[src/hdl/apb_pkg.sv]
package apb_pkg;

	////////////////////
	// Bus structs

	// Requester side of the APB link
	typedef struct packed {
		logic        psel;
		logic        penable;
		logic        pwrite;
		logic [7:0]  paddr;
		logic [31:0] pwdata;
	} apb_req_t;

	// Completer side, valid while pready is high
	typedef struct packed {
		logic [31:0] prdata;
		logic        pready;
		logic        pslverr;
	} apb_rsp_t;

	////////////////////
	// Register map

	// Control: write bit 0 to update, read bit 0 for busy
	localparam logic [7:0] reg_ctrl       = 8'h00;
	// First pixel word, one word per LED after it
	localparam logic [7:0] reg_pixel_base = 8'h04;

endpackage

[src/hdl/led_pkg.sv]
package led_pkg;

	////////////////////
	// Pixel data

	// One LED color, r in the top byte, bit 23 goes out first
	typedef struct packed {
		logic [7:0] r;
		logic [7:0] g;
		logic [7:0] b;
	} pixel_t;

	// LED position in the chain, up to 256 LEDs
	typedef logic [7:0] led_idx_t;

	////////////////////
	// Framebuffer write port

	// Single-cycle write request from the register block
	typedef struct packed {
		logic     en;
		led_idx_t idx;
		pixel_t   pixel;
	} fb_wr_t;

endpackage

[src/hdl/led_apb_regs.sv]
module led_apb_regs
	import apb_pkg::*;
	import led_pkg::*;
#(
	parameter int NUM_LEDS = 8
) (
	input  logic     apb,
	input  logic     rst_n,
	input  apb_req_t req,
	output apb_rsp_t rsp,
	input  logic     busy,
	input  pixel_t   apb_pixel,
	output led_idx_t apb_idx,
	output fb_wr_t   fb_wr,
	output logic     start
);

	logic       access;
	logic       wr_access;
	logic       hit_ctrl;
	logic       hit_pixel;
	logic [7:0] pix_off;

	////////////////////
	// Address decode

	// Access phase, no wait states so pready follows it directly
	assign access    = req.psel && req.penable;
	assign wr_access = access && req.pwrite;

	// Byte offset from the first pixel word
	assign pix_off = req.paddr - reg_pixel_base;

	// Word index into the framebuffer
	assign apb_idx = {2'b00, pix_off[7:2]};

	assign hit_ctrl = req.paddr == reg_ctrl;

	// Pixel hit needs the word aligned, above the base, and below the chain length
	assign hit_pixel = (req.paddr >= reg_pixel_base) &&
		(pix_off[1:0] == 2'b00) &&
		(32'(apb_idx) < NUM_LEDS);

	////////////////////
	// Response path

	always_comb begin
		rsp        = '0;
		rsp.pready = access;
		if (access) begin
			// Unmapped address
			if (!hit_ctrl && !hit_pixel) begin
				rsp.pslverr = 1'b1;
			end else if (!req.pwrite) begin
				if (hit_ctrl)
					rsp.prdata = {31'd0, busy};
				else
					// Readback zero-extended
					rsp.prdata = {8'd0, apb_pixel};
			end
		end
	end

	////////////////////
	// Write side

	always_ff @(posedge apb) begin
		// Payload follows the bus, only en qualifies it
		fb_wr.idx   <= apb_idx;
		// Top byte of pwdata dropped
		fb_wr.pixel <= req.pwdata[23:0];

		if (!rst_n) begin
			fb_wr.en <= 1'b0;
			start    <= 1'b0;
		end else begin
			// One cycle per pixel write
			fb_wr.en <= wr_access && hit_pixel;
			// Update request, one cycle after the access phase
			start    <= wr_access && hit_ctrl && req.pwdata[0];
		end
	end

endmodule

[src/hdl/led_framebuffer.sv]
module led_framebuffer
	import led_pkg::*;
#(
	parameter int NUM_LEDS = 8
) (
	input  logic     apb,
	input  logic     rst_n,
	input  fb_wr_t   fb_wr,
	input  led_idx_t apb_idx,
	output pixel_t   apb_pixel,
	input  logic     rd_en,
	input  led_idx_t rd_idx,
	output pixel_t   rd_pixel
);

	// Index bits actually needed for the array
	localparam int IW = (NUM_LEDS > 1) ? $clog2(NUM_LEDS) : 1;

	pixel_t mem [NUM_LEDS];

	////////////////////
	// Storage

	always_ff @(posedge apb) begin
		if (!rst_n) begin
			// All LEDs dark after reset
			for (int i = 0; i < NUM_LEDS; i++)
				mem[i] <= '0;
		end else if (fb_wr.en) begin
			mem[fb_wr.idx[IW-1:0]] <= fb_wr.pixel;
		end
	end

	////////////////////
	// Read ports

	// APB readback, same cycle
	assign apb_pixel = mem[apb_idx[IW-1:0]];

	// Serializer side, loaded at the start of each gap
	always_ff @(posedge apb) begin
		if (rd_en)
			rd_pixel <= mem[rd_idx[IW-1:0]];
	end

endmodule

[src/hdl/led_serializer.sv]
module led_serializer
	import led_pkg::*;
#(
	parameter int NUM_LEDS   = 8,
	parameter int SHORT_TIME = 30,
	parameter int LONG_TIME  = 90,
	parameter int IFG_TIME   = 200,
	parameter int RESET_TIME = 750
) (
	input  logic     apb,
	input  logic     rst_n,
	input  logic     start,
	output logic     busy,
	output logic     rd_en,
	output led_idx_t rd_idx,
	input  pixel_t   rd_pixel,
	output logic     led_ctrl
);

	// Counter wide enough for the longest phase
	localparam int MAX_A = (RESET_TIME > IFG_TIME) ? RESET_TIME : IFG_TIME;
	localparam int MAX_B = (LONG_TIME > SHORT_TIME) ? LONG_TIME : SHORT_TIME;
	localparam int MAX_T = (MAX_A > MAX_B) ? MAX_A : MAX_B;
	localparam int CW    = $clog2(MAX_T + 1);

	typedef enum logic [2:0] {
		st_idle,
		st_reset,
		st_gap,
		st_high,
		st_low
	} state_t;

	state_t        state;
	logic [CW-1:0] cnt;
	logic [CW-1:0] len;
	logic [4:0]    bit_idx;
	logic [4:0]    bit_prev;
	led_idx_t      led_idx;
	logic          pending;
	logic          len_done;
	logic          last_led;

	// High time of a bit
	function automatic logic [CW-1:0] high_len(input logic one);
		return one ? CW'(LONG_TIME) : CW'(SHORT_TIME);
	endfunction

	// Low time is the other length, so every bit has the same period
	function automatic logic [CW-1:0] low_len(input logic one);
		return one ? CW'(SHORT_TIME) : CW'(LONG_TIME);
	endfunction

	// Last cycle of the current phase
	assign len_done = cnt == len - 1'b1;
	assign last_led = led_idx == led_idx_t'(NUM_LEDS - 1);
	assign bit_prev = bit_idx - 5'd1;

	assign busy   = state != st_idle;
	assign rd_idx = led_idx;

	////////////////////
	// Line FSM

	always_ff @(posedge apb) begin
		if (!rst_n) begin
			state    <= st_idle;
			cnt      <= '0;
			len      <= '0;
			bit_idx  <= '0;
			led_idx  <= '0;
			pending  <= 1'b0;
			rd_en    <= 1'b0;
			led_ctrl <= 1'b0;
		end else begin
			// Single-cycle strobe
			rd_en <= 1'b0;
			cnt   <= cnt + 1'b1;

			case (state)
				st_idle: begin
					cnt <= '0;
					// Frame request consumed here
					if (pending) begin
						state   <= st_reset;
						len     <= CW'(RESET_TIME);
						pending <= 1'b0;
					end
				end

				// Line held low to latch the chain
				st_reset: if (len_done) begin
					state   <= st_gap;
					cnt     <= '0;
					len     <= CW'(IFG_TIME);
					led_idx <= '0;
					bit_idx <= 5'd23;
					// First pixel fetch
					rd_en   <= 1'b1;
				end

				// Pixel register valid after the first gap cycle
				st_gap: if (len_done) begin
					state    <= st_high;
					cnt      <= '0;
					len      <= high_len(rd_pixel[bit_idx]);
					led_ctrl <= 1'b1;
				end

				st_high: if (len_done) begin
					state    <= st_low;
					cnt      <= '0;
					len      <= low_len(rd_pixel[bit_idx]);
					led_ctrl <= 1'b0;
				end

				st_low: if (len_done) begin
					cnt <= '0;
					if (bit_idx != 5'd0) begin
						// Next bit, MSB first
						state    <= st_high;
						bit_idx  <= bit_prev;
						len      <= high_len(rd_pixel[bit_prev]);
						led_ctrl <= 1'b1;
					end else if (last_led) begin
						// Frame done
						state <= st_idle;
					end else begin
						// Next LED, fetch its pixel during the gap
						state   <= st_gap;
						len     <= CW'(IFG_TIME);
						led_idx <= led_idx + 1'b1;
						bit_idx <= 5'd23;
						rd_en   <= 1'b1;
					end
				end

				default: state <= st_idle;
			endcase

			// A start wins over the clear in idle, extra requests fold into one frame
			if (start)
				pending <= 1'b1;
		end
	end

endmodule

[src/hdl/serial_led_top.sv]
module serial_led_top
	import apb_pkg::*;
	import led_pkg::*;
#(
	parameter int NUM_LEDS   = 8,
	// Pulse lengths in apb cycles, defaults for a 100 MHz clock
	parameter int SHORT_TIME = 30,
	parameter int LONG_TIME  = 90,
	parameter int IFG_TIME   = 200,
	parameter int RESET_TIME = 750
) (
	input  logic     apb,
	input  logic     rst_n,
	input  apb_req_t req,
	output apb_rsp_t rsp,
	output logic     led_ctrl
);

	fb_wr_t   fb_wr;
	led_idx_t apb_idx;
	pixel_t   apb_pixel;
	logic     start;
	logic     busy;
	logic     rd_en;
	led_idx_t rd_idx;
	pixel_t   rd_pixel;

	////////////////////
	// Register block

	led_apb_regs #(
		.NUM_LEDS(NUM_LEDS)
	) u_regs (
		.apb      (apb),
		.rst_n    (rst_n),
		.req      (req),
		.rsp      (rsp),
		.busy     (busy),
		.apb_pixel(apb_pixel),
		.apb_idx  (apb_idx),
		.fb_wr    (fb_wr),
		.start    (start)
	);

	////////////////////
	// Pixel storage

	led_framebuffer #(
		.NUM_LEDS(NUM_LEDS)
	) u_fb (
		.apb      (apb),
		.rst_n    (rst_n),
		.fb_wr    (fb_wr),
		.apb_idx  (apb_idx),
		.apb_pixel(apb_pixel),
		.rd_en    (rd_en),
		.rd_idx   (rd_idx),
		.rd_pixel (rd_pixel)
	);

	////////////////////
	// Line driver

	led_serializer #(
		.NUM_LEDS  (NUM_LEDS),
		.SHORT_TIME(SHORT_TIME),
		.LONG_TIME (LONG_TIME),
		.IFG_TIME  (IFG_TIME),
		.RESET_TIME(RESET_TIME)
	) u_ser (
		.apb     (apb),
		.rst_n   (rst_n),
		.start   (start),
		.busy    (busy),
		.rd_en   (rd_en),
		.rd_idx  (rd_idx),
		.rd_pixel(rd_pixel),
		.led_ctrl(led_ctrl)
	);

endmodule

[config.mk]
export PLATFORM = sky130hd
export DESIGN_NAME = serial_led_top
export DESIGN_NICKNAME = d
export VERILOG_FILES = /design/src/hdl/apb_pkg.sv /design/src/hdl/led_pkg.sv /design/src/hdl/led_apb_regs.sv /design/src/hdl/led_framebuffer.sv /design/src/hdl/led_serializer.sv /design/src/hdl/serial_led_top.sv
export SDC_FILE = /design/constraint.sdc
export NUM_CORES = 1
export LEC_CHECK = 0
export BUFFER_PORTS_ARGS = -buffer_cell sky130_fd_sc_hd__buf_2
export CAP_MARGIN = 10
export CORE_MARGIN = 3
export CORE_UTILIZATION = 60
export CTS_BUF_LIST = sky130_fd_sc_hd__clkbuf_2 sky130_fd_sc_hd__clkbuf_4 sky130_fd_sc_hd__clkbuf_8
export CTS_CLUSTER_SIZE = 20
export DETAILED_ROUTE_END_ITERATION = 10
export PLACE_DENSITY = 0.79
export SYNTH_ARGS = -nofsm -noshare
export SYNTH_HDL_FRONTEND = slang
export SYNTH_SLANG_ARGS = --single-unit
export TNS_END_PERCENT = 10
[constraint.sdc]
create_clock -name apb -period 9.1 [get_ports apb]
set_clock_uncertainty 0.1 [all_clocks]
set_input_delay 0.91 -clock apb [delete_from_list [all_inputs] [get_ports apb]]
set_output_delay 0.91 -clock apb [all_outputs]
set_load 0.01 [all_outputs]
=== Yosys cells after proc, flatten, opt, wreduce, memory -nomap -nowiden ===
Memory sizes are Yosys's and may differ from the RTL's. A register that Yosys moved wholly into a read port is not among the register bits.
Index checks and enable logic that the tools add are counted.

* Bits in registers: 68
* Latch bits: 0
* RAM bits: 192
* Memory bits (read-only): 0
* Input bits: 45
* Logic and storage cells: 125
* Memories: 1

* Add/sub/neg operators: 5
* Multiply operators: 0
* Div/mod/pow operators: 0
* Magnitude comparators: 4
* Eq/ne operators: 15
* Shift operators: 0
* Mux-type cells: 60
* Bitwise gates (word level): 0
* Reduce and logical (&&, ||, !) cells: 26

{| class="wikitable"
|+ Memory list
! name !! depth !! bits a word !! rd ports !! clocked after Yosys merged registers in !! write ports !! RTL line !! text
|-
| u_fb.mem || 8 || 24 || 2 || 1 || 8 || led_framebuffer.sv:19 || <nowiki>pixel_t mem [NUM_LEDS];</nowiki>
|}

{| class="wikitable"
|+ Operators by type and width
! operator !! number
|-
| 2-to-1 mux 32 bit || 3
|-
| 2-to-1 mux 10 bit || 8
|-
| case mux 10 bit (5 select lines) || 1
|-
| 2-to-1 mux 24 bit || 2
|-
| 2-to-1 mux 8 bit || 4
|-
| OR reduction 24 bit || 1
|-
| 2-to-1 mux 3 bit || 7
|-
| 2-to-1 mux 7 bit || 3
|-
| 2-to-1 mux 5 bit || 4
|-
| case mux 10 bit (2 select lines) || 1
|-
| 2-to-1 mux 1 bit || 19
|-
| case mux 8 bit (2 select lines) || 1
|-
| case mux 3 bit (5 select lines) || 1
|-
| AND reduction 5 bit || 3
|-
| < comparator 5 x 6 -> 1 bit, second input constant || 2
|-
| != test 2 x 1 -> 1 bit, second input constant || 6
|-
| adder 10 x 1 -> 10 bit, second input constant || 1
|-
| binary-select mux 1 bit (select 5 bit) || 2
|-
| equality test 10 bit || 1
|-
| case mux 5 bit (2 select lines) || 1
|-
| nonzero test 5 bit || 2
|-
| subtractor 10 x 1 -> 10 bit, second input constant || 1
|-
| adder 8 x 1 -> 8 bit, second input constant || 1
|-
| equality test 8 x 3 -> 1 bit, second input constant || 1
|-
| other kinds (22) || 34
|}

=== Depth between registers and ports, before layout ===
* Depth after elaboration: 8
* Mapped depth: 12
* Depth with buffers taken out: 9

=== By module ===
A second synthesis with hierarchy kept.

* Cell total of the unflattened synthesis: 1114
* Area, all modules: 14659.1 um^2

{| class="wikitable"
|+ Modules (own cells, without submodules)
! module !! times used !! cells each !! area an instance (um^2) !! seq. area each (um^2)
|-
| led_framebuffer || 1 || 662 || 10809.1 || 6486.2
|-
| led_serializer || 1 || 315 || 2623.8 || 720.7
|-
| led_apb_regs || 1 || 137 || 1226.2 || 640.6
|}

=== Worst setup path before layout ===
Ideal clock, no wire load.

* Kind: in2out
* Start: input req[34] (netlist name)
* End: output rsp[10] (netlist name)
* Arrival time: 2.939 ns
* Required time: 8.090 ns
* Setup slack: 5.151 ns
* Stages: 11
* Buffers on the path: 3
* Cell sequence: clkbuf_1 > inv_1 > ha_1 > o21ai_0 > o21ai_0 > a21oi_1 > o21ai_0 > or4_1 > clkbuf_1 > clkbuf_1 > a21oi_1

{| class="wikitable"
|+ RTL lines
! what !! RTL line !! text
|-
| from (decl) || serial_led_top.sv:14 || <nowiki>input apb_req_t req,</nowiki>
|-
| to (decl) || serial_led_top.sv:15 || <nowiki>output apb_rsp_t rsp,</nowiki>
|}

==> results.ini <==
[clocking]
path_clk_slew_ps=60
postCtsResizedCells=0
cts.sinks=281
clock-root-buffer=clkbuf_8
cts_setup_buffers=0
cts_buffer_depth=3
cts_buffers=47
clkLatencyLatePin_ps=560
htree_levels=2
cts_tree=done
hold_buffers=0

[detailed_routing]
totalWireLength_um=31800
antenna_left=0
avgRoutedWirePerCell_um=22.8
drtPass1Iterations=5
dr.first_iter.drc_count=1040
vias=8736
post_drt_via_cell_ratio=6.26
drc_errors=0

[timing]
finalMaxSlewViolations=0
period_share_pct=55.7
setup_tns_ps=0
finalHoldViolations=0
worst_pin_slew_ps=1210
clock.fmax_ghz=0.197
maxSlewHeadroom_pct=19.4
min_period_ps=5070
rsz0062_at_grt=false
finalSetupViolations=0
layout_setup_ws_ps=4030

[grt]
grt_pass1_vias=8867
antenna_found_initial=0
grt_overflow=0
grt_use_total_pct=26.3
grt_pass1_wl_um=49800
grt_max_degree=53

[place]
portBuffers=63
routabilityCongestion=0.827
dp.final_hpwl_um=18600
dpl_cell_area_um2=14500
place_ws_ps=3950

[final_layout]
diodes=0
utilization_pct=68.2
finalNetCount=1123
finish.instance_area_um2=15500
drive_gt1_share_pct=29.1
layout_commonest_cell=edfxtp_1
syn_to_final_growth_pct=11.5
mostFrequentLayoutCells=216 x edfxtp_1, 196 x and2_1, 106 x mux4_2

[logic_synthesis]
yosysSeqAreaShare_pct=56.0
syn-instance-count=1005
synth_cell_types=65
yosysTopAreaCell=edfxtp_1
ys_top_cells_by_area=edfxtp_1 47%, mux4_2 17%, dfxtp_1 9.4%
async_flop_share_pct=0
synth-edff-count=216
synth_seq_cells=281
syn_area_per_cell_um2=13.8
synth_top_flop_cell=edfxtp_1
netlist.area_leader.share_pct=46.7
ys_warn_count=0
synth_area_um2=13900

[setup_path]
startpoint_type=input port
worst_ep_arrival_time_ps=4060
crit_type=input port to output pin
crit_family=buffers and inverters
crit_required_ps=8090
critPathMaxFanout=50
cp_common_cell=o21ai_0
cp-end-kind=output pin
slowest_stage=buf_4
path_buf_inv=4
path_cells=buf_4, inv_1, ha_2, o21ai_0, o21ai_0, a21oi_1, o21ai_0, or4_1, buf_4, a21oi_1, buf_2
critPathMaxStageDelay_ps=730

[floorplanning]
start_util_pct=61.2
rows=55
die_x_um=158
die_h_um=158
core_um2=22700
ioPinCount=80
fp.dieArea_um2=25000

[pwr]
p_leak_nw=5.70
ir_drop_v=0.000111
p_per_area_nw_per_um2=176

[job]
drv_cap=0

[worst_hold_path]
hold_class=input port to register

[outcome]
status=finished, final reports clean

final cells by class:
cell class / instances / area (um2)
clock buffer: 70 / 888
clock inverter: 17 / 114
fill: 1534 / 7220
inverter: 17 / 63.8
multi-input combinational: 640 / 5790
sequential: 281 / 7790
tap: 285 / 357
timing repair buffer: 85 / 483
metal layers:
layer	share of wire [%]	global-route usage (%)	vias up	routed length (um)
li1	-	-	3886	-
met3	9.1	5.03	73	2880
met1	39	36.0	4339	12500
met5	0	0	-	0
met4	2.5	9.34	0	784
met2	49	43.0	438	15700
where the power goes:
group / leakage (nW) / internal [W] / total (W) / switching [W]
Sequential: 2.82 / 0.00140 / 0.00143 / 0.0000221
Clock: 0.543 / 0.000658 / 0.00117 / 0.000508
Combinational: 2.34 / 0.0000543 / 0.000130 / 0.0000760
metrics by stage:
step	instances	total power [W]	hold slack, ps
6_report	1395	0.00272	343
5_1_grt	1395	0.00282	310
4_1_cts	1395	0.00274	312
3_5_place_dp	1308	0.00158	337
3_3_place_gp	1308	0.00158	324
2_1_floorplan	1012	0.00154	318
logic make-up after synthesis:
kind of cell | after synthesis | share of synthesized area [%]
flops | 281 | 56.0
compound gates | 88 | 4.16
simple gates | 376 | 15.2
xor+xnor | 23 | 1.45
mux | 138 | 19.7
fa+ha+maj | 7 | 0.612
other cells | 1 | 0.0270
buf+inv | 91 | 2.76
worst paths after layout:
| check | from | endpoint | slack (ps) | depth (start not counted) |
|---|---|---|---|---|
| max reg2reg | u_ser.bit_idx[0] | u_ser.len[2] | 5870 | 9 |
| max | req[34] | rsp[25] | 4030 | 11 |
| min reg2reg | u_ser.led_ctrl | u_ser.led_ctrl | 370 | 2 |
| min | req[7] | u_regs.fb_wr[7] | 340 | 1 |
state kept, by name (all words and copies together) (netlist names):
register	count
u_ser.pending	1
u_ser.led_ctrl	1
u_ser.cnt	10
u_ser.len	7
u_regs.fb_wr	28
u_ser.bit_idx	5
u_ser.rd_en	1
u_fb.mem	192
u_ser.state	3
u_fb.rd_pixel	24
u_ser.rd_idx	8
u_regs.start	1
Yosys cell counts (3+ instances only):
library cell	instances
xnor2_1	15
inv_1	16
nand3_1	18
a211o_1	3
edfxtp_1	216
buf_2	7
o21a_1	3
mux2_2	26
and2_1	196
and3_1	4
o22ai_1	4
mux2i_1	6
a21oi_1	32
buf_4	9
nor3_1	12
nand3b_1	4
or4_1	3
nor3b_1	4
clkbuf_1	47
ha_1	6
dfxtp_1	65
nand2_1	64
nor2_1	40
buf_1	11
nor2b_1	3
nand2b_1	10
xor2_1	8
mux4_2	106
o21ai_0	20
No activity file was read; power rests on OpenSTA's default activity.
